[config.mk]
export PLATFORM = sky130hd
export DESIGN_NAME = frame_builder
export DESIGN_NICKNAME = d
export VERILOG_FILES = /design/src/verilog/gmii_tx_pkg.sv /design/src/verilog/frame_builder.sv
export SDC_FILE = /design/constraint.sdc
export NUM_CORES = 1
export LEC_CHECK = 0
export BUFFER_PORTS_ARGS = -buffer_cell sky130_fd_sc_hd__buf_2
export CAP_MARGIN = 20
export CELL_PAD_IN_SITES_DETAIL_PLACEMENT = 2
export CELL_PAD_IN_SITES_GLOBAL_PLACEMENT = 2
export CORE_UTILIZATION = 33
export CTS_CLUSTER_SIZE = 28
export DETAILED_ROUTE_END_ITERATION = 12
export HOLD_SLACK_MARGIN = 0.05
export PLACE_DENSITY_LB_ADDON = 0.1
export SYNTH_ARGS = -nofsm -noshare
export SYNTH_HDL_FRONTEND = slang
export SYNTH_SLANG_ARGS = --single-unit
export TNS_END_PERCENT = 50
[constraint.sdc]
create_clock -name gtx_clk -period 7.1 [get_ports gtx_clk]
set_input_delay 0.71 -clock gtx_clk [delete_from_list [all_inputs] [get_ports gtx_clk]]
set_output_delay 0.71 -clock gtx_clk [all_outputs]
set_load 0.01 [all_outputs]
[src/verilog/gmii_tx_pkg.sv]
package gmii_tx_pkg;

  ////////////////////////////////////////
  // widths and frame format
  ////////////////////////////////////////
  localparam int byte_w          = 8;      // one GMII byte
  localparam int ptr_w           = 16;     // length word
  localparam int len_w           = 11;     // byte count field of a length word
  localparam logic [7:0] preamble_byte = 8'h55;
  localparam int preamble_len    = 7;
  localparam logic [7:0] sfd_byte      = 8'hd5;
  localparam int min_payload     = 60;     // pad target
  localparam int fcs_len         = 4;
  localparam int frame_overhead  = 12;     // preamble + sfd + fcs
  localparam int ifg_cycles      = 12;

  ////////////////////////////////////////
  // internal buffers
  ////////////////////////////////////////
  localparam int data_fifo_depth = 4096;
  localparam int ptr_fifo_depth  = 32;
  localparam int bp_threshold    = 2560;   // worst frame still fits above this

  typedef enum logic [3:0] {
    b_idle, b_preamble, b_len_load, b_first_rd, b_payload,
    b_last, b_pad_chk, b_pad, b_fcs
  } builder_state_e;

  typedef enum logic [2:0] {
    s_idle, s_len_wait, s_start, s_stream, s_gap
  } sender_state_e;

endpackage

[src/verilog/frame_builder.sv]
`timescale 1ns/1ps

module frame_builder (
  input  logic                                            gtx_clk,
  input  logic                                            rstn,
  // external queues
  output logic                                            data_fifo_rd_o,
  input  logic [gmii_tx_pkg::byte_w-1:0]                  data_fifo_din_i,
  output logic                                            ptr_fifo_rd_o,
  input  logic [gmii_tx_pkg::ptr_w-1:0]                   ptr_fifo_din_i,
  input  logic                                            ptr_fifo_empty_i,
  output logic                                            tdata_fifo_rd_o,
  input  logic [gmii_tx_pkg::byte_w-1:0]                  tdata_fifo_din_i,
  output logic                                            tptr_fifo_rd_o,
  input  logic [gmii_tx_pkg::ptr_w-1:0]                   tptr_fifo_din_i,
  input  logic                                            tptr_fifo_empty_i,
  // internal buffers
  output logic [gmii_tx_pkg::byte_w-1:0]                  buf_din_o,
  output logic                                            dbuf_wr_o,
  output logic                                            tdbuf_wr_o,
  output logic [gmii_tx_pkg::ptr_w-1:0]                   len_din_o,
  output logic                                            lbuf_wr_o,
  output logic                                            tlbuf_wr_o,
  input  logic [$clog2(gmii_tx_pkg::data_fifo_depth):0]   dbuf_count_i,
  input  logic [$clog2(gmii_tx_pkg::data_fifo_depth):0]   tdbuf_count_i,
  input  logic                                            lbuf_full_i,
  input  logic                                            tlbuf_full_i,
  // crc unit
  output logic                                            crc_init_o,
  output logic                                            crc_calc_o,
  output logic                                            crc_dv_o,
  output logic [gmii_tx_pkg::byte_w-1:0]                  crc_din_o,
  input  logic [gmii_tx_pkg::byte_w-1:0]                  crc_dout_i
);
  import gmii_tx_pkg::*;

  builder_state_e   state;
  logic             sel_t;       // queue being served
  logic [len_w-1:0] cnt;
  logic [len_w-1:0] len_r;
  logic [len_w-1:0] pad_cnt;
  logic             ptr_rd;
  logic             data_rd;
  logic             wr;
  logic             len_wr;
  logic             nbp;
  logic             tbp;
  logic             nrm_go;
  logic             tte_go;
  logic [byte_w-1:0] din_sel;
  logic [len_w-1:0] len_in;

  ////////////////////////////////////////
  // queue selection and back-pressure
  ////////////////////////////////////////
  assign nbp    = lbuf_full_i  | (dbuf_count_i  >= bp_threshold);
  assign tbp    = tlbuf_full_i | (tdbuf_count_i >= bp_threshold);
  assign tte_go = ~tptr_fifo_empty_i & ~tbp;
  assign nrm_go = ~ptr_fifo_empty_i  & ~nbp;

  assign din_sel = sel_t ? tdata_fifo_din_i : data_fifo_din_i;
  assign len_in  = sel_t ? tptr_fifo_din_i[len_w-1:0] : ptr_fifo_din_i[len_w-1:0];

  assign ptr_fifo_rd_o   = ptr_rd  & ~sel_t;
  assign tptr_fifo_rd_o  = ptr_rd  &  sel_t;
  assign data_fifo_rd_o  = data_rd & ~sel_t;
  assign tdata_fifo_rd_o = data_rd &  sel_t;
  assign dbuf_wr_o       = wr      & ~sel_t;
  assign tdbuf_wr_o      = wr      &  sel_t;
  assign lbuf_wr_o       = len_wr  & ~sel_t;
  assign tlbuf_wr_o      = len_wr  &  sel_t;

  assign crc_din_o = buf_din_o;                          // crc sees the written byte
  assign crc_dv_o  = (state == b_fcs) && (cnt != '0);

  ////////////////////////////////////////
  // framing FSM
  ////////////////////////////////////////
  always_ff @(posedge gtx_clk or negedge rstn) begin
    if (!rstn) begin
      state      <= b_idle;
      sel_t      <= 1'b0;
      cnt        <= '0;
      len_r      <= '0;
      pad_cnt    <= '0;
      ptr_rd     <= 1'b0;
      data_rd    <= 1'b0;
      wr         <= 1'b0;
      len_wr     <= 1'b0;
      crc_init_o <= 1'b0;
      crc_calc_o <= 1'b0;
      buf_din_o  <= '0;
      len_din_o  <= '0;
    end else begin
      crc_init_o <= 1'b0;
      ptr_rd     <= 1'b0;
      len_wr     <= 1'b0;
      case (state)
        b_idle: begin
          // hold off while a length write is in flight since the full flag lags it
          if (!len_wr && (tte_go || nrm_go)) begin
            sel_t      <= tte_go;                        // tte has priority
            ptr_rd     <= 1'b1;
            crc_init_o <= 1'b1;
            wr         <= 1'b1;
            buf_din_o  <= preamble_byte;
            cnt        <= len_w'(preamble_len);
            state      <= b_preamble;
          end
        end
        b_preamble: begin
          if (cnt > 1) begin
            cnt <= cnt - 1'b1;
          end else begin
            buf_din_o <= sfd_byte;
            len_r     <= len_in;                         // word valid since cycle 2
            cnt       <= len_in;
            state     <= b_len_load;
          end
        end
        b_len_load: begin
          wr      <= 1'b0;
          data_rd <= 1'b1;
          pad_cnt <= (len_r < min_payload) ? len_w'(min_payload) - len_r : '0;
          state   <= b_first_rd;
        end
        b_first_rd: begin
          data_rd <= (cnt > 1);
          state   <= (cnt == 1) ? b_last : b_payload;
        end
        b_payload: begin
          wr         <= 1'b1;
          crc_calc_o <= 1'b1;
          buf_din_o  <= din_sel;
          data_rd    <= (cnt > 2);                       // exactly len reads
          cnt        <= cnt - 1'b1;
          if (cnt == 2) state <= b_last;
        end
        b_last: begin
          wr         <= 1'b1;
          crc_calc_o <= 1'b1;                            // one-byte payload skips b_payload
          buf_din_o  <= din_sel;
          state      <= b_pad_chk;
        end
        b_pad_chk: begin
          if (pad_cnt != '0) begin
            buf_din_o <= '0;
            cnt       <= pad_cnt;
            state     <= b_pad;
          end else begin
            wr         <= 1'b0;
            crc_calc_o <= 1'b0;
            cnt        <= len_w'(fcs_len);
            state      <= b_fcs;
          end
        end
        b_pad: begin
          if (cnt > 1) begin
            cnt <= cnt - 1'b1;
          end else begin
            wr         <= 1'b0;
            crc_calc_o <= 1'b0;
            cnt        <= len_w'(fcs_len);
            state      <= b_fcs;
          end
        end
        b_fcs: begin
          if (cnt != '0) begin
            wr        <= 1'b1;
            buf_din_o <= crc_dout_i;                     // crc shifts on the same edge
            cnt       <= cnt - 1'b1;
          end else begin
            wr        <= 1'b0;
            len_wr    <= 1'b1;
            len_din_o <= ptr_w'(len_r) + ptr_w'(frame_overhead) + ptr_w'(pad_cnt);
            state     <= b_idle;
          end
        end
        default: state <= b_idle;
      endcase
    end
  end

endmodule

==> flow_summary.toml, run 1 <==
[run_status]
status = "complete, no violations"

[finish]
syn2layout_area_growth_pct = 18.2
num-nets-final = 666
multi_input_area_sq_um = 2500
drive_gt1_share_pct = 26.3
fill_cells = 1475
antenna_cells = 0
ff_latch_area_sq_um = 1600

[critical_path]
r2r-end = "cnt[8]$_DFFE_PN0P_"
worst-endpoint-required_ns = 6.39
startpoint = "cnt[1]$_DFFE_PN0P_"
critPathMaxFanout = 5
endpoint_kind = "output pin"
critPathArrivalTime_ns = 2.46
critPathKind = "flip-flop to output pin"
r2r_setup_slack_ns = 4.02
start_kind = "flip-flop"
ff2ff_path_depth = 6
crit_end = "crc_dv_o"
r2r-start = "cnt[7]$_DFFE_PN0P_"

[timing]
setup_slack_ns = 3.93
skew_ns = 0.00543
tightest_slew_ns = 0.903
slew_headroom_pct = 39.4
period_share_pct = 44.7
tns_ns = 0
drv_slew = 0
rsz0062_at_grt = "false"
fmax_mhz = 315
hold_violations = 0
period_minus_slack_ns = 3.17
setup_violations = 0

[flow_run]
maxCapViolations = 0

[synth]
netlist_instances = 472
synth_edf_count = 0
synth_top_area_share_pct = 36.4
avgSynthCellArea_sq_um = 9.33
synth_top_flop_cell = "dfrtp_1"
synth_common_cells = "64 x dfrtp_1, 41 x nand2_1, 34 x nor2_1"
async_flop_share_pct = 100
synth_most_common_cell = "dfrtp_1"
yosys.area.top_type = "dfrtp_1"
synth_area_sq_um = 4410
synthTopCellsByArea = "dfrtp_1 36%, ha_1 7.1%, mux2_2 4.1%"
yosysWarnings = 0
synth-seq-cells = 64
yosys.cell_types.count = 66
yosysSeqAreaShare_pct = 36.4

[clocking]
clock-root-buffer = "clkbuf_16"
cts_resized = 0
cts_max_level = 3
clockBufferDepth = 2
path_clk_slew_ns = 0.05
post_cts_buffers = 0
clkSinkCount = 64
numCtsBuffers = 9
cts_tree = "built"
holdBufCountCts = 0
clk_latency_ns = 0.34

[power_and_ir_drop]
switching_power_mw = 1.09
power.share.sequential_pct = 27.5
leakage_nw = 2.64
combPwrFrac_pct = 54.1
peakVddDrop_mv = 0.211
power_density_nw_per_um2 = 469
power.internal_mw = 1.35
sw_frac_of_total_pct = 44.7
clkPwrFrac_pct = 18.3

[floorplan]
ios = 131
coreArea_sq_um = 12800
die_y_um = 118
num_rows = 41
dieArea_sq_um = 13800
die_x_um = 118
start_util_pct = 34.4

[grt]
grt_pass1_vias = 4258
grt_first_pass_wirelength_mm = 22.9
grt_overflow = 0
track_usage_pct = 21.1
grt_max_degree = 65
antenna_found_initial = 0

[routing]
via_per_inst = 5.38
antenna_left = 0
routed_wl_mm = 13.9
avgRoutedWirePerCell_um = 19.2
drt_drc_violations_left = 0
drt_iter0_drc = 111
num_vias = 3913
dr.pass1.iters = 4

[place]
dp_slack_ns = 4.02
portBuffers = 99
gp_congestion = 0.807
place_hpwl_mm = 10.5

[worst_hold_path]
worstHoldPathType = "flip-flop to flip-flop"
## cell type report
type,instances,area share (%)
well taps,172,4.13
clock inverters,3,0.817
inverters,19,1.37
multi-input cells,355,48.0
flip-flops and latches,64,30.8
repair buffers,103,10.1
clock buffers,11,4.85
## how the worst min path moves through the flow
stage                                          end  cells past startpoint                     start  slack [ns]
after detailed placement  len_din_o[5]$_DFFE_PN0P_                      2  len_din_o[5]$_DFFE_PN0P_        0.46
after CTS                 len_din_o[5]$_DFFE_PN0P_                      2  len_din_o[5]$_DFFE_PN0P_        0.48
after floorplan           buf_din_o[0]$_DFFE_PN0P_                      0                      rstn        0.41
after global routing      len_din_o[8]$_DFFE_PN0P_                      2  len_din_o[8]$_DFFE_PN0P_        0.50
after global placement    len_din_o[2]$_DFFE_PN0P_                      2  len_din_o[2]$_DFFE_PN0P_        0.45
final                     len_din_o[0]$_DFFE_PN0P_                      2  len_din_o[0]$_DFFE_PN0P_        0.47
## metal layers
| metal | GRT usage, % | vias to the layer above | share of wire (%) |
|---|---|---|---|
| met5 | 0 | - | 0 |
| met4 | 4.17 | 0 | 0.99 |
| met1 | 26.2 | 1986 | 46 |
| met3 | 4.94 | 7 | 2.4 |
| li1 | - | 1880 | - |
| met2 | 37.1 | 40 | 50 |
## power groups by stage
stage / clock (mW) / sequential, mW / combinational (mW)
final: 0.448 / 0.672 / 1.32
after global routing: 0.475 / 0.695 / 1.47
after CTS: 0.460 / 0.671 / 1.34
after detailed placement: 0 / 0.674 / 1.32
after global placement: 0 / 0.665 / 1.28
after floorplan: 0 / 0.599 / 1.06
## critical path: stages, from the launching register on
cell	delay, ns
dfrtp_1	0.42
inv_1	0.13
ha_1	0.25
nor4b_1	0.54
nand3_1	0.33
nand2_1	0.22
inv_1	0.09
buf_2	0.14
## flip-flops by register name, summed over array words and instances (netlist names)
register	flops
len_din_o	13
cnt	11
len_r	11
pad_cnt	11
buf_din_o	8
state	4
crc_calc_o	1
data_rd	1
len_wr	1
ptr_rd	1
sel_t	1
wr	1
## through the flow
stage / hold WS [ns] / util, % / instance area [sq um] / total power, mW / cells
CTS: 0.476 / 40.6 / 5210 / 2.47 / 727
global placement: 0.455 / 38.3 / 4910 / 1.94 / 713
detailed placement: 0.464 / 38.3 / 4910 / 1.99 / 713
floorplan: 0.414 / - / 4410 / 1.66 / 474
global route: 0.505 / 40.6 / 5210 / 2.64 / 727
finish: 0.472 / 40.6 / 5210 / 2.44 / 727
## cell families after synthesis
family / after synthesis / share of synthesized area [%]
other: 1 / 0.0851
adders and majority gates: 26 / 7.55
buffers and inverters: 55 / 7.24
DFF: 64 / 36.4
muxes: 30 / 7.27
and+or+nand+nor: 148 / 16.8
AOI/OAI and AO/OA: 139 / 22.9
xor gates and xnor gates: 9 / 1.79
## cells in the final DEF (no fill, tap or decap), types with 6 or more instances in the layout
cell type | synthesis | layout
clkbuf_16 | 0 | 9
nor2b_1 | 9 | 9
o31ai_1 | 6 | 6
a21o_1 | 20 | 20
mux2_2 | 16 | 16
nand2b_1 | 6 | 6
a21oi_1 | 11 | 11
o21ai_0 | 30 | 30
ha_1 | 25 | 25
inv_1 | 19 | 19
buf_2 | 3 | 99
nor4_1 | 7 | 7
nor3_1 | 17 | 17
a211oi_1 | 7 | 7
a211o_1 | 7 | 7
and2_1 | 6 | 6
nor2_1 | 34 | 34
dfrtp_1 | 64 | 64
mux2i_1 | 14 | 14
nand2_1 | 41 | 41
a22o_1 | 10 | 10
Note: power is estimated with default switching activity, not from simulation.
==> run 2: changes to the inputs <==
- CORE_UTILIZATION: 33 -> 28
- clock period: 7.1 -> 2.8 ns (I/O delays scaled with it)
==> flow_summary.toml, run 2 (same netlist as run 1, synthesis figures left out) <==
[run_status]
status = "complete, no violations"

[power_and_ir_drop]
total_power_mw = 6.60
peakVddDrop_mv = 0.314
power_density_nw_per_um2 = 1180
leakage_nw = 2.84

[critical_path]
critPathMaxFanout = 11
worst-endpoint-required_ns = 3.01
r2r-end = "cnt[8]$_DFFE_PN0P_"
start_kind = "flip-flop"
slowest_delay_ns = 0.56
critPathKind = "flip-flop to flip-flop"
r2r_setup_slack_ns = 0.18
endpoint_kind = "flip-flop"
r2r-start = "cnt[7]$_DFFE_PN0P_"
worstPathCellList = "or4_4, or4_1, a41o_1, o21ai_2, buf_12, o21ai_0, a211o_1"
ff2ff_path_depth = 7
critPathArrivalTime_ns = 2.84
startpoint = "cnt[7]$_DFFE_PN0P_"
critPathSlowestCell = "or4_1"

[grt]
grt_pass1_vias = 4525
antenna_found_initial = 0
grt_overflow = 0
grt_first_pass_wirelength_mm = 24.0
track_usage_pct = 19.1
grt_max_degree = 35

[routing]
via_per_inst = 5.12
num_vias = 4124
antenna_left = 0
routed_wl_mm = 14.7
avgRoutedWirePerCell_um = 18.2
dr.pass1.iters = 4
drt_iter0_drc = 94
drt_drc_violations_left = 0

[clocking]
cts_resized = 0
clock-root-buffer = "clkbuf_16"
holdBufCountCts = 0
path_clk_slew_ns = 0.06
cts_max_level = 3
cts_tree = "built"
clockBufferDepth = 2
clkSinkCount = 64
post_cts_buffers = 0
numCtsBuffers = 9
clk_latency_ns = 0.34

[timing]
period_minus_slack_ns = 2.62
fmax_mhz = 381
slew_headroom_pct = 46.6
setup_violations = 0
skew_ns = 0.00777
hold_violations = 0
rsz0062_at_grt = "true"
tightest_slew_ns = 0.801
drv_slew = 0
period_share_pct = 93.7

[flow_run]
maxCapViolations = 0

[finish]
top_register = "len_din_o"
drive_gt1_share_pct = 32.3
largest_register_ff_count = 13
antenna_cells = 0
num-nets-final = 705
layout_common_cells = "99 x buf_2, 64 x dfrtp_1, 41 x nand2_1, 41 x buf_4, 34 x nor2_1"
final_common_cell = "buf_2"
syn2layout_area_growth_pct = 26.7
final_cell_area_sq_um = 5580
fill_cells = 1704

[floorplan]
ios = 131
coreArea_sq_um = 15300
dieArea_sq_um = 16200
die_y_um = 127
num_rows = 45
start_util_pct = 28.9
die_x_um = 127

[place]
placed_area_sq_um = 5280
place_hpwl_mm = 11.7
portBuffers = 99
gp_congestion = 0.796

[worst_hold_path]
worstHoldPathType = "input pin to async pin"
run 2: power by group:
part	total (mW)	switching, mW	internal (mW)
Sequential	1.60	0.355	1.24
Combinational	3.94	2.13	1.82
Clock	1.06	0.419	0.639
run 2: cell type report:
class,instances,area (sq um),area share (%)
Inverter,19,71.3,1.28
Sequential cell,64,1600,28.7
Clock inverter,3,17.5,0.314
Timing Repair Buffer,142,843,15.1
Tap cell,211,264,4.73
Multi-Input combinational cell,355,2530,45.3
Clock buffer,12,256,4.60
run 2: critical path: cells and delay by family, from the launching register on:
family                 cells  cell delay (ns)
buffers and inverters      1             0.15
and+or+nand+nor            2             1.11
AOI/OAI and AO/OA          4             0.87
DFF                        1             0.38
run 2: how the worst max path moves through the flow:
stage,end,cells past startpoint
after floorplan,cnt[7]$_DFFE_PN0P_,9
after global placement,buf_din_o[5]$_DFFE_PN0P_,6
after detailed placement,buf_din_o[7]$_DFFE_PN0P_,6
after CTS,len_din_o[12]$_DFFE_PN0P_,10
after global routing,len_din_o[9]$_DFFE_PN0P_,10
final,cnt[8]$_DFFE_PN0P_,7
run 2: through the flow:
| step | hold WS (ns) | instances | setup WS (ns) | TNS [ns] | utilization (%) |
|---|---|---|---|---|---|
| finish | 0.0333 | 806 | 0.176 | 0 | 36.6 |
| global route | 0.0991 | 806 | -0.0103 | -0.0103 | 36.6 |
| CTS | 0.0594 | 806 | 0.0460 | 0 | 36.4 |
| detailed placement | 0.431 | 791 | 0.0636 | 0 | 34.6 |
| global placement | 0.409 | 791 | 0.145 | 0 | 34.6 |
| floorplan | -0.0156 | 474 | 0.109 | 0 | - |
run 2: per-layer routing:
metal	GRT usage (%)	vias up	wire length [um]
met1	24.0	2051	6870
met2	33.2	109	7020
li1	-	1951	-
met5	0	-	0
met3	2.93	13	611
met4	6.30	0	205
==> run 3: changes to the inputs <==
- BUFFER_PORTS_ARGS: -buffer_cell sky130_fd_sc_hd__buf_2 -> default
- CORE_MARGIN: default -> 10
- CORE_UTILIZATION: 28 -> 34
- DONT_BUFFER_PORTS: default -> 1
==> flow_summary.toml, run 3 (same netlist as run 1, synthesis figures left out) <==
[critical_path]
r2r-end = "len_din_o[9]$_DFFE_PN0P_"
start_kind = "flip-flop"
r2r_setup_slack_ns = 0.08
slowest_delay_ns = 0.43
ff2ff_path_depth = 10
worst-endpoint-required_ns = 3.05
critPathSlowestCell = "fa_1"
endpoint_kind = "flip-flop"
worstPathCellList = "ha_1, ha_1, fa_1, a211oi_2, nor2_1, o31ai_1, buf_4, a21boi_0, o21a_1, o31ai_1"
critPathKind = "flip-flop to flip-flop"
r2r-start = "len_r[1]$_DFFE_PN0P_"
critPathMaxFanout = 3
critPathArrivalTime_ns = 2.97

[grt]
grt_first_pass_wirelength_mm = 23.6
grt_overflow = 0
antenna_found_initial = 0
grt_max_degree = 65
grt_pass1_vias = 4244
track_usage_pct = 16.5

[floorplan]
die_y_um = 134
num_rows = 41
ios = 131
coreArea_sq_um = 12700
dieArea_sq_um = 17900
die_x_um = 134
start_util_pct = 34.8

[power_and_ir_drop]
leakage_nw = 2.41
power_density_nw_per_um2 = 1290
peakVddDrop_mv = 0.400

[timing]
fmax_mhz = 367
period_share_pct = 97.2
period_minus_slack_ns = 2.72
slew_headroom_pct = 60.1
tightest_slew_ns = 0.597
setup_slack_ns = 0.0787
rsz0062_at_grt = "true"
setup_violations = 0
drv_slew = 0
skew_ns = 0.00660
hold_violations = 0

[finish]
drive_gt1_share_pct = 17.3
top_register = "len_din_o"
final_common_cell = "dfrtp_1"
largest_register_ff_count = 13
antenna_cells = 0
layout_common_cells = "64 x dfrtp_1, 41 x nand2_1, 39 x buf_4"
final_cell_area_sq_um = 5030
num-nets-final = 606
syn2layout_area_growth_pct = 14.2

[routing]
routed_wl_mm = 14.3
via_per_inst = 5.52
met1_length_mm = 6.24
avgRoutedWirePerCell_um = 21.4
antenna_left = 0
num_vias = 3693
drt_iter0_drc = 161
maxUsedRoutingLayer = "met4"
wl_met3_um = 562
drt_drc_violations_left = 0
wl_met2_mm = 7.38
dr.pass1.iters = 4

[flow_run]
maxCapViolations = 0

[clocking]
clkSinkCount = 64
cts_max_level = 3
post_cts_buffers = 0
path_clk_slew_ns = 0.06
numCtsBuffers = 9
clockBufferDepth = 2
clock-root-buffer = "clkbuf_16"
clk_latency_ns = 0.34
cts_tree = "built"

[worst_hold_path]
whs_path_depth = 3
holdPathEnd = "sel_t$_DFFE_PN0P_"
hold_start = "tptr_fifo_empty_i"
worstHoldPathType = "input pin to flip-flop"

[place]
gp_congestion = 0.863
dp_slack_ns = 0.0672
portBuffers = 0
place_hpwl_mm = 11.2
placed_area_sq_um = 4720

[run_status]
status = "complete, no violations"
==> run 3: cell count changes in the layout (fill, tap and decap cells not counted), sizes merged <==
cell / previous run / this run
buf: 142 / 42
clkbuf: 12 / 13
dlygate4sd3: 0 / 1
==> run 3: critical path, delay by kind of cell, from the launching register on <==
| kind | cells | cell delay (ns) |
|---|---|---|
| AOI/OAI and AO/OA | 5 | 0.98 |
| adders and majority gates | 3 | 0.97 |
| buffers and inverters | 1 | 0.16 |
| DFF | 1 | 0.40 |
| and+or+nand+nor | 1 | 0.11 |
==> run 3: through the flow <==
step | std cells | total power, mW | hold slack [ns] | TNS, ns | utilization, %
2_1_floorplan | 474 | 4.21 | -0.0156 | 0 | -
3_3_place_gp | 651 | 5.29 | -0.0133 | 0 | 37.2
3_5_place_dp | 651 | 5.40 | -0.0129 | 0 | 37.2
4_1_cts | 669 | 6.54 | 0.148 | 0 | 39.7
5_1_grt | 669 | 7.10 | 0.151 | -0.288 | 39.7
6_report | 669 | 6.47 | 0.146 | 0 | 39.7
==> run 3: timing repair <==
item                       4_1_cts  5_1_grt
hold endpoints to repair        64        0
hold buffers                     2        0
gates resized for setup          0        3
setup endpoints to repair        0       12
==> run 3: area by class of cell <==
class | instances | area, sq um
clock buffers | 13 | 250
clock inverters | 3 | 17.5
fillers | 1396 | 7640
inverters | 19 | 71.3
multi-input cells | 355 | 2500
flip-flops and latches | 64 | 1600
well taps | 172 | 215
repair buffers | 43 | 370
==> run 3: report_power, final <==
part | internal [mW] | switching (mW)
logic | 1.75 | 2.01
registers | 1.24 | 0.424
clock network | 0.621 | 0.426
total | 3.61 | 2.86
==> run 3: worst max-delay path by stage <==
stage,start,to,cells after the start
2_1_floorplan,cnt[7]$_DFFE_PN0P_,cnt[7]$_DFFE_PN0P_,9
3_3_place_gp,len_r[2]$_DFFE_PN0P_,len_din_o[12]$_DFFE_PN0P_,10
3_5_place_dp,len_r[2]$_DFFE_PN0P_,len_din_o[12]$_DFFE_PN0P_,10
4_1_cts,len_r[2]$_DFFE_PN0P_,len_din_o[12]$_DFFE_PN0P_,10
5_1_grt,len_r[1]$_DFFE_PN0P_,len_din_o[9]$_DFFE_PN0P_,10
6_report,len_r[1]$_DFFE_PN0P_,len_din_o[9]$_DFFE_PN0P_,10
==> run 3: layer usage <==
layer	GRT usage, %	vias up
met1	20.1	1860
met2	28.4	59
met4	4.35	0
li1	-	1760
met3	4.00	14
met5	0	-
