**src/verilog/frame_fifo.sv**
```systemverilog
`timescale 1ns/1ps

module frame_fifo #(
  parameter int width = 8,
  parameter int depth = 16
) (
  input  logic                      gtx_clk,
  input  logic                      rstn,
  input  logic                      wr_en_i,
  input  logic [width-1:0]          din_i,
  input  logic                      rd_en_i,
  output logic [width-1:0]          dout_o,
  output logic                      full_o,
  output logic                      empty_o,
  output logic [$clog2(depth):0]    count_o
);

  localparam int aw = $clog2(depth);

  logic [width-1:0] mem [depth];
  logic [aw-1:0]    wr_ptr;
  logic [aw-1:0]    rd_ptr;
  logic             wr_ok;
  logic             rd_ok;

  assign wr_ok   = wr_en_i & ~full_o;
  assign rd_ok   = rd_en_i & ~empty_o;
  assign full_o  = (count_o == depth);
  assign empty_o = (count_o == 0);

  // storage and read port, word held until the next read
  always_ff @(posedge gtx_clk) begin
    if (wr_ok) mem[wr_ptr] <= din_i;
    if (rd_ok) dout_o <= mem[rd_ptr];
  end

  always_ff @(posedge gtx_clk or negedge rstn) begin
    if (!rstn) begin
      wr_ptr  <= '0;
      rd_ptr  <= '0;
      count_o <= '0;
    end else begin
      if (wr_ok) wr_ptr <= wr_ptr + 1'b1;    // wraps, depth is a power of two
      if (rd_ok) rd_ptr <= rd_ptr + 1'b1;
      case ({wr_ok, rd_ok})
        2'b10:   count_o <= count_o + 1'b1;
        2'b01:   count_o <= count_o - 1'b1;
        default: count_o <= count_o;
      endcase
    end
  end

endmodule

```
**config.mk**
```make
export PLATFORM = sky130hd
export DESIGN_NAME = frame_fifo
export DESIGN_NICKNAME = d
export VERILOG_FILES = /design/src/verilog/frame_fifo.sv
export SDC_FILE = /design/constraint.sdc
export NUM_CORES = 1
export LEC_CHECK = 0
export BUFFER_PORTS_ARGS = -buffer_cell sky130_fd_sc_hd__clkbuf_2
export CAP_MARGIN = 30
export CORE_MARGIN = 2
export CORE_UTILIZATION = 45
export DETAILED_ROUTE_END_ITERATION = 16
export PLACE_DENSITY = 0.73
export SYNTH_ARGS = -nofsm -noshare
export SYNTH_HDL_FRONTEND = slang
export SYNTH_SLANG_ARGS = --single-unit
```
**constraint.sdc**
```tcl
create_clock -name gtx_clk -period 4.1 [get_ports gtx_clk]
set_input_delay 0.41 -clock gtx_clk [delete_from_list [all_inputs] [get_ports gtx_clk]]
set_output_delay 0.41 -clock gtx_clk [all_outputs]
set_load 0.02 [all_outputs]
```
==> impl_metrics.prom, run 1 <==
# TYPE chip_impl_metric gauge
chip_impl_metric{name="finalHoldViolations",unit=""} 0
chip_impl_metric{name="synth_sequential_area_ratio",unit=""} 0.732
chip_impl_metric{name="fillCellCount",unit=""} 1057
chip_impl_info{name="synth_largest_area_cell",value="edfxtp_1"} 1
chip_impl_metric{name="worst_slack",unit="ps"} 1240
chip_impl_metric{name="syn-cell-area",unit="sq um"} 6020
chip_impl_metric{name="yosys.cell_types.count",unit=""} 33
chip_impl_metric{name="finish.cell_count_without_fillers",unit=""} 566
chip_impl_metric{name="floorplan.io_pins",unit=""} 27
chip_impl_metric{name="period_share",unit=""} 0.698
chip_impl_metric{name="vdd_ir_drop_max",unit="V"} 0.000338
chip_impl_metric{name="power_report.internal_total",unit="mW"} 3.49
chip_impl_metric{name="vias_per_cell",unit=""} 5.48
chip_impl_metric{name="power.switching",unit="mW"} 1.62
chip_impl_metric{name="pre_cts_ws",unit="ps"} 1240
chip_impl_metric{name="maximum_number_of_pins_on_one_net_before_global_route_repair",unit=""} 23
chip_impl_metric{name="wl",unit="um"} 11900
chip_impl_metric{name="synth.avg_cell_area",unit="sq um"} 17.7
chip_impl_metric{name="cts_repair_resize_count",unit=""} 0
chip_impl_metric{name="dp.final_hpwl",unit="um"} 7480
chip_impl_metric{name="yosys_register_bits",unit=""} 149
chip_impl_info{name="critical_path.startpoint_type",value="flop"} 1
chip_impl_metric{name="core.rowCount",unit=""} 42
chip_impl_info{name="timing_worst_setup_path_type",value="reg2reg"} 1
chip_impl_metric{name="switching_share",unit=""} 0.317
chip_impl_metric{name="timing.fmax",unit="MHz"} 349
chip_impl_metric{name="power_leakage",unit="nW"} 2.44
chip_impl_metric{name="cts_num_sinks",unit=""} 149
chip_impl_metric{name="drv_slew",unit=""} 0
chip_impl_metric{name="place_area",unit="sq um"} 6300
chip_impl_metric{name="cts_inserted_buffers",unit=""} 17
chip_impl_info{name="ys_top_cells_by_area",value="edfxtp_1 (68%), mux4_2 (6.0%), dfrtp_1 (5.4%), mux2i_1 (4.2%), ha_1 (1.9%)"} 1
chip_impl_metric{name="finalNetCount",unit=""} 399
chip_impl_metric{name="place_congestion",unit=""} 0.823
chip_impl_metric{name="drt_first_iter_violations",unit=""} 379
chip_impl_metric{name="die_x",unit="um"} 120
chip_impl_metric{name="maxSlewHeadroom",unit=""} 0.409
chip_impl_info{name="clock_tree_from_tritoncts",value="yes"} 1
chip_impl_metric{name="cts_max_path_buffers",unit=""} 2
chip_impl_metric{name="die_area",unit="sq um"} 14300
chip_impl_info{name="outcome",value="finished, final reports clean"} 1
chip_impl_metric{name="power_frac_comb",unit=""} 0.281
chip_impl_metric{name="dieHeight",unit="um"} 120
chip_impl_metric{name="start_util",unit=""} 0.458
chip_impl_metric{name="timing.final.setup_violations",unit=""} 0
chip_impl_metric{name="cts_post_setup_buffers_inserted",unit=""} 0
chip_impl_metric{name="n_antenna_cell",unit=""} 0
chip_impl_metric{name="pwr-share-seq",unit=""} 0.419
chip_impl_metric{name="antenna_found_initial",unit=""} 0
chip_impl_metric{name="globalRouteTotalUtil",unit=""} 0.180
chip_impl_metric{name="fin_area",unit="sq um"} 6930
chip_impl_metric{name="placement.io_buffers",unit=""} 26
chip_impl_metric{name="layout-drive-gt1-share",unit=""} 0.236
chip_impl_metric{name="drt-pass1-iter-count",unit=""} 5
chip_impl_metric{name="routed-via-count",unit=""} 3103
chip_impl_info{name="cts_root_buf",value="clkbuf_16"} 1
chip_impl_metric{name="powerDensity",unit="nW/um^2"} 737
chip_impl_metric{name="timing_worst_slew_pin_value",unit="ps"} 884
chip_impl_metric{name="globalRouteOverflowTotal",unit=""} 0
chip_impl_metric{name="synth_largest_type_area_fraction",unit=""} 0.678
chip_impl_metric{name="yosys_warnings",unit=""} 0
chip_impl_metric{name="clkLatencyLatePin",unit="ps"} 410
chip_impl_metric{name="max_cap_violations",unit=""} 0
chip_impl_metric{name="clk_pin_slew",unit="ps"} 60
chip_impl_metric{name="synth_fp_nets",unit=""} 362
chip_impl_metric{name="required_time_worst_endpoint",unit="ps"} 4400
chip_impl_metric{name="cp_max_fo",unit=""} 9
chip_impl_metric{name="grt_pass1_wl",unit="um"} 18300
chip_impl_metric{name="detail_route.wl_per_cell",unit="um"} 21.1
chip_impl_metric{name="placedCellCount",unit=""} 532
chip_impl_metric{name="utilization",unit=""} 0.527
chip_impl_metric{name="antenna_left",unit=""} 0
chip_impl_metric{name="areaGrowthSynthToFinish",unit="%"} 15.1
chip_impl_metric{name="period_needed",unit="ps"} 2860
chip_impl_metric{name="post_synth_inst_count",unit=""} 340
chip_impl_metric{name="setup-tns-final",unit="ps"} 0
chip_impl_info{name="rsz_0062_raised_after_global_routing",value="no"} 1
chip_impl_metric{name="cts_htree_levels",unit=""} 4
chip_impl_metric{name="power.total",unit="mW"} 5.11
chip_impl_metric{name="vias_in_the_first_global_route",unit=""} 3150
chip_impl_metric{name="worst_hold_margin",unit="ps"} 428
chip_impl_metric{name="power.clock.fraction",unit=""} 0.300
chip_impl_metric{name="crit_arrival",unit="ps"} 3160
chip_impl_metric{name="timing.clock.skew",unit="ps"} 5.64
chip_impl_info{name="crit_path_end_kind",value="flop"} 1
chip_impl_info{name="timing.hold.worst.class",value="in2async"} 1
chip_impl_metric{name="coreArea",unit="sq um"} 13100
chip_impl_metric{name="remaining_drc_errors",unit=""} 0
## worst paths after layout
kind	slack [ps]	cells after the start	from	endpoint
min	430	2	rstn	wr_ptr[1]$_DFFE_PN0P_
max	1240	12	count_o[1]$_DFFE_PN0P_	count_o[4]$_DFFE_PN0P_
max reg2reg	1240	12	count_o[1]$_DFFE_PN0P_	count_o[4]$_DFFE_PN0P_
max in group asynchronous	3410	2	rstn	rd_ptr[0]$_DFFE_PN0P_
min reg2reg	510	1	count_o[4]$_DFFE_PN0P_	count_o[4]$_DFFE_PN0P_
min in group gtx_clk	460	1	din_i[0]	mem[1][0]$_DFFE_PP_
## worst max-delay path, cell delays in order, from the launching register on
cell and delay, ps:
dfrtp_1 420, nor4_2 350, nand2_1 100, and2_1 260, inv_1 90, ha_1 230, inv_1 100, fa_1 410
nor2b_1 110, o21ai_0 100, nand3_1 90, or3b_1 360, xnor2_1 130
## repair_timing
item	CTS	global route
hold buffers	1	0
endpoints found under the hold margin	13	0
endpoints found under the setup margin	0	0
## power groups by stage
stage	sequential, mW	combinational, mW	clock (mW)
after global routing	2.17	1.57	1.63
after floorplan	2.12	1.06	0
after global placement	2.19	1.32	0
after detailed placement	2.21	1.36	0
after CTS	2.18	1.37	1.55
final	2.14	1.44	1.53
## state kept, by name, indices dropped and copies added (netlist names)
signal and count:
mem 128, dout_o 8, count_o 5, rd_ptr 4
wr_ptr 4
## cell usage after synthesis
library cell and n:
fa_1 1, edfxtp_1 136, buf_6 5, buf_2 6, nand2_2 1, mux2i_1 25
inv_1 8, nand2b_1 2, or3b_1 1, xor2_1 3, nand4_1 1, xnor2_1 7
nor3_1 4, mux2_4 1, buf_12 1, a21oi_1 10, nor2b_1 3, o21ai_0 20
nor4_2 1, nand3_1 2, and2_1 2, a221oi_1 8, mux2_2 8, clkbuf_1 5
ha_1 9, nor2_1 12, a22oi_1 8, buf_1 1, nand2_1 18, dfrtp_1 13
a21o_1 1, mux4_2 16, and2b_1 1
## layout by cell type, fill, tap and decap left out, types with 2 or more instances in the layout
cell type     n
clkinv_1      2
nor2_1       12
nand2_1      18
xnor2_1       7
mux4_2       16
xor2_1        3
clkinvlp_4    4
a221oi_1      8
clkinv_2      3
inv_1         8
a21oi_1      10
a22oi_1       8
dfrtp_1      12
o21ai_0      20
buf_4         8
mux2_2        8
nor2b_1       3
clkbuf_2     26
clkbuf_16    17
nor3_1        4
nand2b_1      2
and2_1        2
nand3_1       2
edfxtp_1    136
ha_1          9
mux2i_1      25
bufinv_16     3
## logic make-up (layout without fill, tap and decap cells)
kind of cell / Yosys count / count (layout) / synth area share
buffers and inverters: 26 / 76 / 0.0264
AND/OR/NAND/NOR: 48 / 48 / 0.0378
AO/OA/AOI/OAI: 47 / 47 / 0.0478
XOR/XNOR: 10 / 10 / 0.0146
multiplexers: 50 / 50 / 0.119
adder cells (fa/ha/maj): 10 / 10 / 0.0220
flip-flops: 149 / 149 / 0.732
## per-layer routing
layer / up-vias / routed length [um] / global-route usage
li1: 1400 / - / -
met4: 0 / 221 / 0.0728
met1: 1582 / 4920 / 0.224
met3: 16 / 630 / 0.0423
met2: 105 / 6140 / 0.303
met5: - / 0 / 0
## layout make-up
type	instances	area, sq um	share of cell area
Clock buffer	18	429	0.0619
Tap cell	176	220	0.0318
Clock inverter	14	160	0.0231
Inverter	8	30.0	0.00433
Multi-Input combinational cell	165	1450	0.209
Sequential cell	149	4410	0.637
Timing Repair Buffer	36	228	0.0329
(Power assumes the default switching activity.)
==> inputs of run 2 (changes only) <==
- clock period: 4.1 -> 2.9 ns (I/O delays scaled with it)
==> impl_metrics.prom, run 2 (synthesized netlist as in run 1, its figures left out) <==
# TYPE chip_impl_metric gauge
chip_impl_info{name="rsz_0062_raised_after_global_routing",value="no"} 1
chip_impl_metric{name="start_util",unit=""} 0.458
chip_impl_metric{name="cts_inserted_buffers",unit=""} 17
chip_impl_metric{name="cts_max_path_buffers",unit=""} 2
chip_impl_metric{name="timing_worst_slew_pin_value",unit="ps"} 813
chip_impl_metric{name="remaining_drc_errors",unit=""} 0
chip_impl_info{name="top_register",value="mem"} 1
chip_impl_metric{name="timing.fmax",unit="MHz"} 368
chip_impl_metric{name="wl",unit="um"} 11300
chip_impl_metric{name="cts_num_sinks",unit=""} 149
chip_impl_metric{name="grt_pass1_wl",unit="um"} 17700
chip_impl_info{name="timing_worst_setup_path_type",value="reg2reg"} 1
chip_impl_metric{name="largest_register_ffs",unit=""} 128
chip_impl_metric{name="vias_in_the_first_global_route",unit=""} 3175
chip_impl_metric{name="coreArea",unit="sq um"} 13100
chip_impl_metric{name="period_share",unit=""} 0.936
chip_impl_metric{name="cts_htree_levels",unit=""} 4
chip_impl_info{name="top_regs",value="mem (128), dout_o (8), count_o (5)"} 1
chip_impl_info{name="crit_path_end_kind",value="flop"} 1
chip_impl_metric{name="drv_slew",unit=""} 0
chip_impl_metric{name="maximum_number_of_pins_on_one_net_before_global_route_repair",unit=""} 52
chip_impl_metric{name="placement.io_buffers",unit=""} 26
chip_impl_metric{name="maxSlewHeadroom",unit=""} 0.456
chip_impl_metric{name="die_area",unit="sq um"} 14300
chip_impl_info{name="layout_commonest_cell",value="edfxtp_1"} 1
chip_impl_info{name="reg2reg_to",value="count_o[4]$_DFFE_PN0P_"} 1
chip_impl_metric{name="die_x",unit="um"} 120
chip_impl_info{name="r2r_start",value="count_o[0]$_DFFE_PN0P_"} 1
chip_impl_metric{name="drt_first_iter_violations",unit=""} 424
chip_impl_metric{name="timing.final.setup_violations",unit=""} 0
chip_impl_metric{name="vdd_ir_drop_max",unit="V"} 0.000550
chip_impl_metric{name="clkLatencyLatePin",unit="ps"} 410
chip_impl_metric{name="cp_max_fo",unit=""} 5
chip_impl_metric{name="period_needed",unit="ps"} 2710
chip_impl_info{name="crit_end",value="count_o[4]$_DFFE_PN0P_"} 1
chip_impl_metric{name="dieHeight",unit="um"} 120
chip_impl_metric{name="place_congestion",unit=""} 0.817
chip_impl_info{name="cts_root_buf",value="clkbuf_16"} 1
chip_impl_metric{name="clk_pin_slew",unit="ps"} 60
chip_impl_metric{name="powerDensity",unit="nW/um^2"} 1040
chip_impl_metric{name="areaGrowthSynthToFinish",unit="%"} 16.9
chip_impl_metric{name="required_time_worst_endpoint",unit="ps"} 3190
chip_impl_metric{name="finalHoldViolations",unit=""} 0
chip_impl_info{name="startpoint",value="count_o[0]$_DFFE_PN0P_"} 1
chip_impl_info{name="most_frequent_cells_in_the_layout",value="edfxtp_1 (136), clkbuf_2 (26), mux2i_1 (25)"} 1
chip_impl_metric{name="vias_per_cell",unit=""} 5.42
chip_impl_metric{name="power_leakage",unit="nW"} 2.52
chip_impl_metric{name="worst_hold_margin",unit="ps"} 300
chip_impl_metric{name="antenna_left",unit=""} 0
chip_impl_metric{name="dp.final_hpwl",unit="um"} 7140
chip_impl_metric{name="crit_arrival",unit="ps"} 3000
chip_impl_metric{name="r2r_cells",unit=""} 12
chip_impl_metric{name="globalRouteTotalUtil",unit=""} 0.170
chip_impl_metric{name="max_cap_violations",unit=""} 0
chip_impl_info{name="clock_tree_from_tritoncts",value="yes"} 1
chip_impl_metric{name="drt-pass1-iter-count",unit=""} 5
chip_impl_metric{name="finalNetCount",unit=""} 410
chip_impl_info{name="timing.hold.worst.class",value="in2async"} 1
chip_impl_metric{name="reg2reg_slack",unit="ps"} 190
chip_impl_metric{name="detail_route.wl_per_cell",unit="um"} 19.6
chip_impl_metric{name="core.rowCount",unit=""} 42
chip_impl_metric{name="antenna_found_initial",unit=""} 0
chip_impl_metric{name="routed-via-count",unit=""} 3125
chip_impl_metric{name="setup-tns-final",unit="ps"} 0
chip_impl_metric{name="timing.clock.skew",unit="ps"} 12.0
chip_impl_info{name="critical_path.startpoint_type",value="flop"} 1
chip_impl_metric{name="n_antenna_cell",unit=""} 0
chip_impl_metric{name="globalRouteOverflowTotal",unit=""} 0
chip_impl_metric{name="layout-drive-gt1-share",unit=""} 0.264
chip_impl_info{name="outcome",value="finished, final reports clean"} 1
chip_impl_metric{name="floorplan.io_pins",unit=""} 27
-- run 2: worst min path at each step --
stage | to | from | cells after the start
6_report | count_o[2]$_DFFE_PN0P_ | rstn | 2
5_1_grt | count_o[2]$_DFFE_PN0P_ | rstn | 2
4_1_cts | count_o[2]$_DFFE_PN0P_ | rstn | 2
3_5_place_dp | count_o[2]$_DFFE_PN0P_ | rstn | 1
3_3_place_gp | wr_ptr[0]$_DFFE_PN0P_ | rstn | 1
2_1_floorplan | count_o[0]$_DFFE_PN0P_ | rstn | 0
-- run 2: critical path, stage by stage, from the launching register on --
cell	delay, ps
dfrtp_2	450
nor4_4	270
nand2_1	90
and2_1	170
inv_1	60
ha_2	220
inv_1	90
fa_1	410
nor2b_1	120
o21ai_0	100
nand3_1	100
or3b_1	360
xnor2_1	140
-- run 2: through the flow --
stage	total power, mW	std cells	setup WS [ps]	cell area [sq um]	utilization
after global placement	5.00	542	267	6390	0.486
after global routing	7.64	577	0.353	7040	0.536
after floorplan	4.50	340	40.5	6020	-
after CTS	7.29	575	99.3	7010	0.534
final	7.29	577	186	7040	0.536
after detailed placement	5.07	542	120	6390	0.486
-- run 2: layout make-up --
type	instances	area, sq um
clock buffers	18	429
clock inverters	14	183
fillers	1021	6100
inverters	8	30.0
multi-input cells	165	1460
flip-flops and latches	149	4410
well taps	176	220
repair buffers	47	303
-- run 2: what timing repair did --
action / in CTS / in global routing
gates resized for setup: 0 / 3
endpoints found under the hold margin: 13 / 0
setup endpoints to repair: 0 / 1
hold buffers: 1 / 0
buffers inserted: 0 / 2
-- run 2: power by group --
| part | switching, mW | internal (mW) |
|---|---|---|
| registers | 0.242 | 2.73 |
| clock network | 0.806 | 1.43 |
| logic | 1.19 | 0.888 |
| total | 2.24 | 5.05 |
-- run 2: metal layers --
metal	vias to the layer above	track usage	part of all wire
met1	1587	0.224	0.43
met2	104	0.275	0.50
met4	0	0.0632	0.018
met3	16	0.0447	0.060
li1	1418	-	-
met5	-	0	0
==> inputs of run 3 (changes only) <==
- REMOVE_ABC_BUFFERS: unset -> 1
==> impl_metrics.prom, run 3 (synthesized netlist as in run 1, its figures left out) <==
# TYPE chip_impl_metric gauge
chip_impl_metric{name="core.rowCount",unit=""} 42
chip_impl_metric{name="drv_slew",unit=""} 0
chip_impl_info{name="top_regs",value="mem (128), dout_o (8), count_o (5)"} 1
chip_impl_metric{name="power_report.internal_total",unit="mW"} 5.07
chip_impl_metric{name="place_congestion",unit=""} 0.746
chip_impl_metric{name="max_cap_violations",unit=""} 0
chip_impl_metric{name="period_needed",unit="ps"} 2640
chip_impl_metric{name="vdd_ir_drop_max",unit="V"} 0.000413
chip_impl_metric{name="cts_post_setup_buffers_inserted",unit=""} 0
chip_impl_metric{name="period_share",unit=""} 0.909
chip_impl_info{name="layout_commonest_cell",value="edfxtp_1"} 1
chip_impl_info{name="clock_tree_from_tritoncts",value="yes"} 1
chip_impl_metric{name="wl",unit="um"} 10900
chip_impl_metric{name="placement.io_buffers",unit=""} 26
chip_impl_info{name="timing.hold.worst.class",value="in2reg"} 1
chip_impl_info{name="crit_path_end_kind",value="flop"} 1
chip_impl_metric{name="layout-drive-gt1-share",unit=""} 0.257
chip_impl_metric{name="coreArea",unit="sq um"} 13100
chip_impl_metric{name="remaining_drc_errors",unit=""} 0
chip_impl_info{name="most_frequent_cells_in_the_layout",value="edfxtp_1 (136), clkbuf_2 (26), mux2i_1 (25)"} 1
chip_impl_metric{name="dp.final_hpwl",unit="um"} 7080
chip_impl_info{name="cts_root_buf",value="clkbuf_16"} 1
chip_impl_metric{name="cts_inserted_buffers",unit=""} 17
chip_impl_metric{name="finalHoldViolations",unit=""} 0
chip_impl_metric{name="vias_in_the_first_global_route",unit=""} 3160
chip_impl_info{name="critical_path.startpoint_type",value="flop"} 1
chip_impl_metric{name="drt_first_iter_violations",unit=""} 187
chip_impl_metric{name="die_x",unit="um"} 120
chip_impl_metric{name="n_antenna_cell",unit=""} 0
chip_impl_metric{name="crit_arrival",unit="ps"} 2930
chip_impl_metric{name="antenna_found_initial",unit=""} 0
chip_impl_metric{name="areaGrowthSynthToFinish",unit="%"} 16.5
chip_impl_metric{name="detail_route.wl_per_cell",unit="um"} 19.1
chip_impl_metric{name="start_util",unit=""} 0.458
chip_impl_metric{name="largest_register_ffs",unit=""} 128
chip_impl_metric{name="maximum_number_of_pins_on_one_net_before_global_route_repair",unit=""} 22
chip_impl_metric{name="timing.final.setup_violations",unit=""} 0
chip_impl_metric{name="power.switching",unit="mW"} 2.27
chip_impl_metric{name="cts_htree_levels",unit=""} 4
chip_impl_metric{name="setup-tns-final",unit="ps"} 0
chip_impl_metric{name="grt_pass1_wl",unit="um"} 17200
chip_impl_metric{name="clkLatencyLatePin",unit="ps"} 420
chip_impl_metric{name="finalNetCount",unit=""} 402
chip_impl_metric{name="switching_share",unit=""} 0.310
chip_impl_metric{name="maxSlewHeadroom",unit=""} 0.405
chip_impl_metric{name="drt-pass1-iter-count",unit=""} 4
chip_impl_info{name="rsz_0062_raised_after_global_routing",value="no"} 1
chip_impl_metric{name="routed-via-count",unit=""} 3085
chip_impl_metric{name="cp_max_fo",unit=""} 4
chip_impl_metric{name="dieHeight",unit="um"} 120
chip_impl_info{name="timing_worst_setup_path_type",value="reg2reg"} 1
chip_impl_info{name="top_register",value="mem"} 1
chip_impl_metric{name="pwr-share-seq",unit=""} 0.408
chip_impl_metric{name="vias_per_cell",unit=""} 5.42
chip_impl_metric{name="timing_worst_slew_pin_value",unit="ps"} 889
chip_impl_metric{name="timing.fmax",unit="MHz"} 379
chip_impl_metric{name="die_area",unit="sq um"} 14300
chip_impl_metric{name="required_time_worst_endpoint",unit="ps"} 3190
chip_impl_metric{name="powerDensity",unit="nW/um^2"} 1050
chip_impl_metric{name="cts_num_sinks",unit=""} 149
chip_impl_metric{name="power.total",unit="mW"} 7.34
chip_impl_metric{name="utilization",unit=""} 0.534
chip_impl_metric{name="clk_pin_slew",unit="ps"} 60
chip_impl_metric{name="floorplan.io_pins",unit=""} 27
chip_impl_metric{name="power.clock.fraction",unit=""} 0.313
chip_impl_metric{name="globalRouteTotalUtil",unit=""} 0.163
chip_impl_metric{name="timing.clock.skew",unit="ps"} 6.48
chip_impl_metric{name="cts_max_path_buffers",unit=""} 2
chip_impl_metric{name="antenna_left",unit=""} 0
chip_impl_metric{name="power_frac_comb",unit=""} 0.278
chip_impl_info{name="outcome",value="finished, final reports clean"} 1
chip_impl_metric{name="power_leakage",unit="nW"} 2.48
chip_impl_metric{name="globalRouteOverflowTotal",unit=""} 0
[run 3: cell count changes in the layout (fill, tap and decap cells not counted), sizes merged]
cell	delta
buf	-8
clkinvlp	+1
inv	+2
clkinv	-3
[run 3: critical path, cell delays in order, from the launching register on]
cell     delay [ps]
dfrtp_2         440
nor4_4          290
nand2_1          90
and2_1          180
inv_1           100
ha_4            170
ha_1            260
nor2b_1         140
o21ai_0         220
a21oi_1         110
or3b_1          370
xnor2_1         140
[run 3: final timing paths]
| path | cells past startpoint | endpoint | slack, ps | startpoint |
|---|---|---|---|---|
| min in group asynchronous | 2 | count_o[3]$_DFFE_PN0P_ | 320 | rstn |
| setup / recovery | 11 | count_o[4]$_DFFE_PN0P_ | 260 | count_o[2]$_DFFE_PN0P_ |
| max in group asynchronous | 2 | rd_ptr[0]$_DFFE_PN0P_ | 2310 | rstn |
| setup reg to reg | 11 | count_o[4]$_DFFE_PN0P_ | 260 | count_o[2]$_DFFE_PN0P_ |
| hold / removal | 1 | mem[14][2]$_DFFE_PP_ | 310 | din_i[2] |
| hold reg to reg | 1 | count_o[4]$_DFFE_PN0P_ | 540 | count_o[4]$_DFFE_PN0P_ |
[run 3: stage by stage]
step / hold slack, ps / cells / area [sq um] / setup slack [ps]
floorplan: -5.59 / 322 / 5890 / -295
global placement: 202 / 532 / 6330 / 282
detailed placement: 202 / 536 / 6350 / 81.4
CTS: 300 / 569 / 6990 / 84.1
global route: 330 / 569 / 7010 / 44.6
finish: 314 / 569 / 7010 / 264
[run 3: per-layer routing]
| metal | up-vias | track usage | routed length [um] |
|---|---|---|---|
| met2 | 91 | 0.268 | 5550 |
| met1 | 1574 | 0.205 | 4570 |
| met3 | 13 | 0.0390 | 545 |
| met4 | 0 | 0.0765 | 187 |
| met5 | - | 0 | 0 |
| li1 | 1407 | - | - |
[run 3: layout make-up]
class                   count  area (sq um)
clock buffers              18           429
clock inverters            14           200
fillers                  1046          6120
inverters                   8          30.0
multi-input cells         165          1480
flip-flops and latches    149          4410
well taps                 176           220
repair buffers             39           245
[run 3: power by group through the flow]
| stage | clock network, mW | logic [mW] | registers (mW) |
|---|---|---|---|
| after floorplan | 0 | 1.17 | 3.21 |
| after global placement | 0 | 1.94 | 3.00 |
| after detailed placement | 0 | 2.01 | 3.02 |
| after CTS | 2.33 | 2.04 | 2.98 |
| after global routing | 2.41 | 2.23 | 3.03 |
| final | 2.30 | 2.04 | 3.00 |
[run 3: what timing repair did]
action                     in CTS  in global routing
resized for setup               0                  7
setup endpoints to repair       0                  1
hold buffers                    1                  0
hold endpoints to repair       13                  0
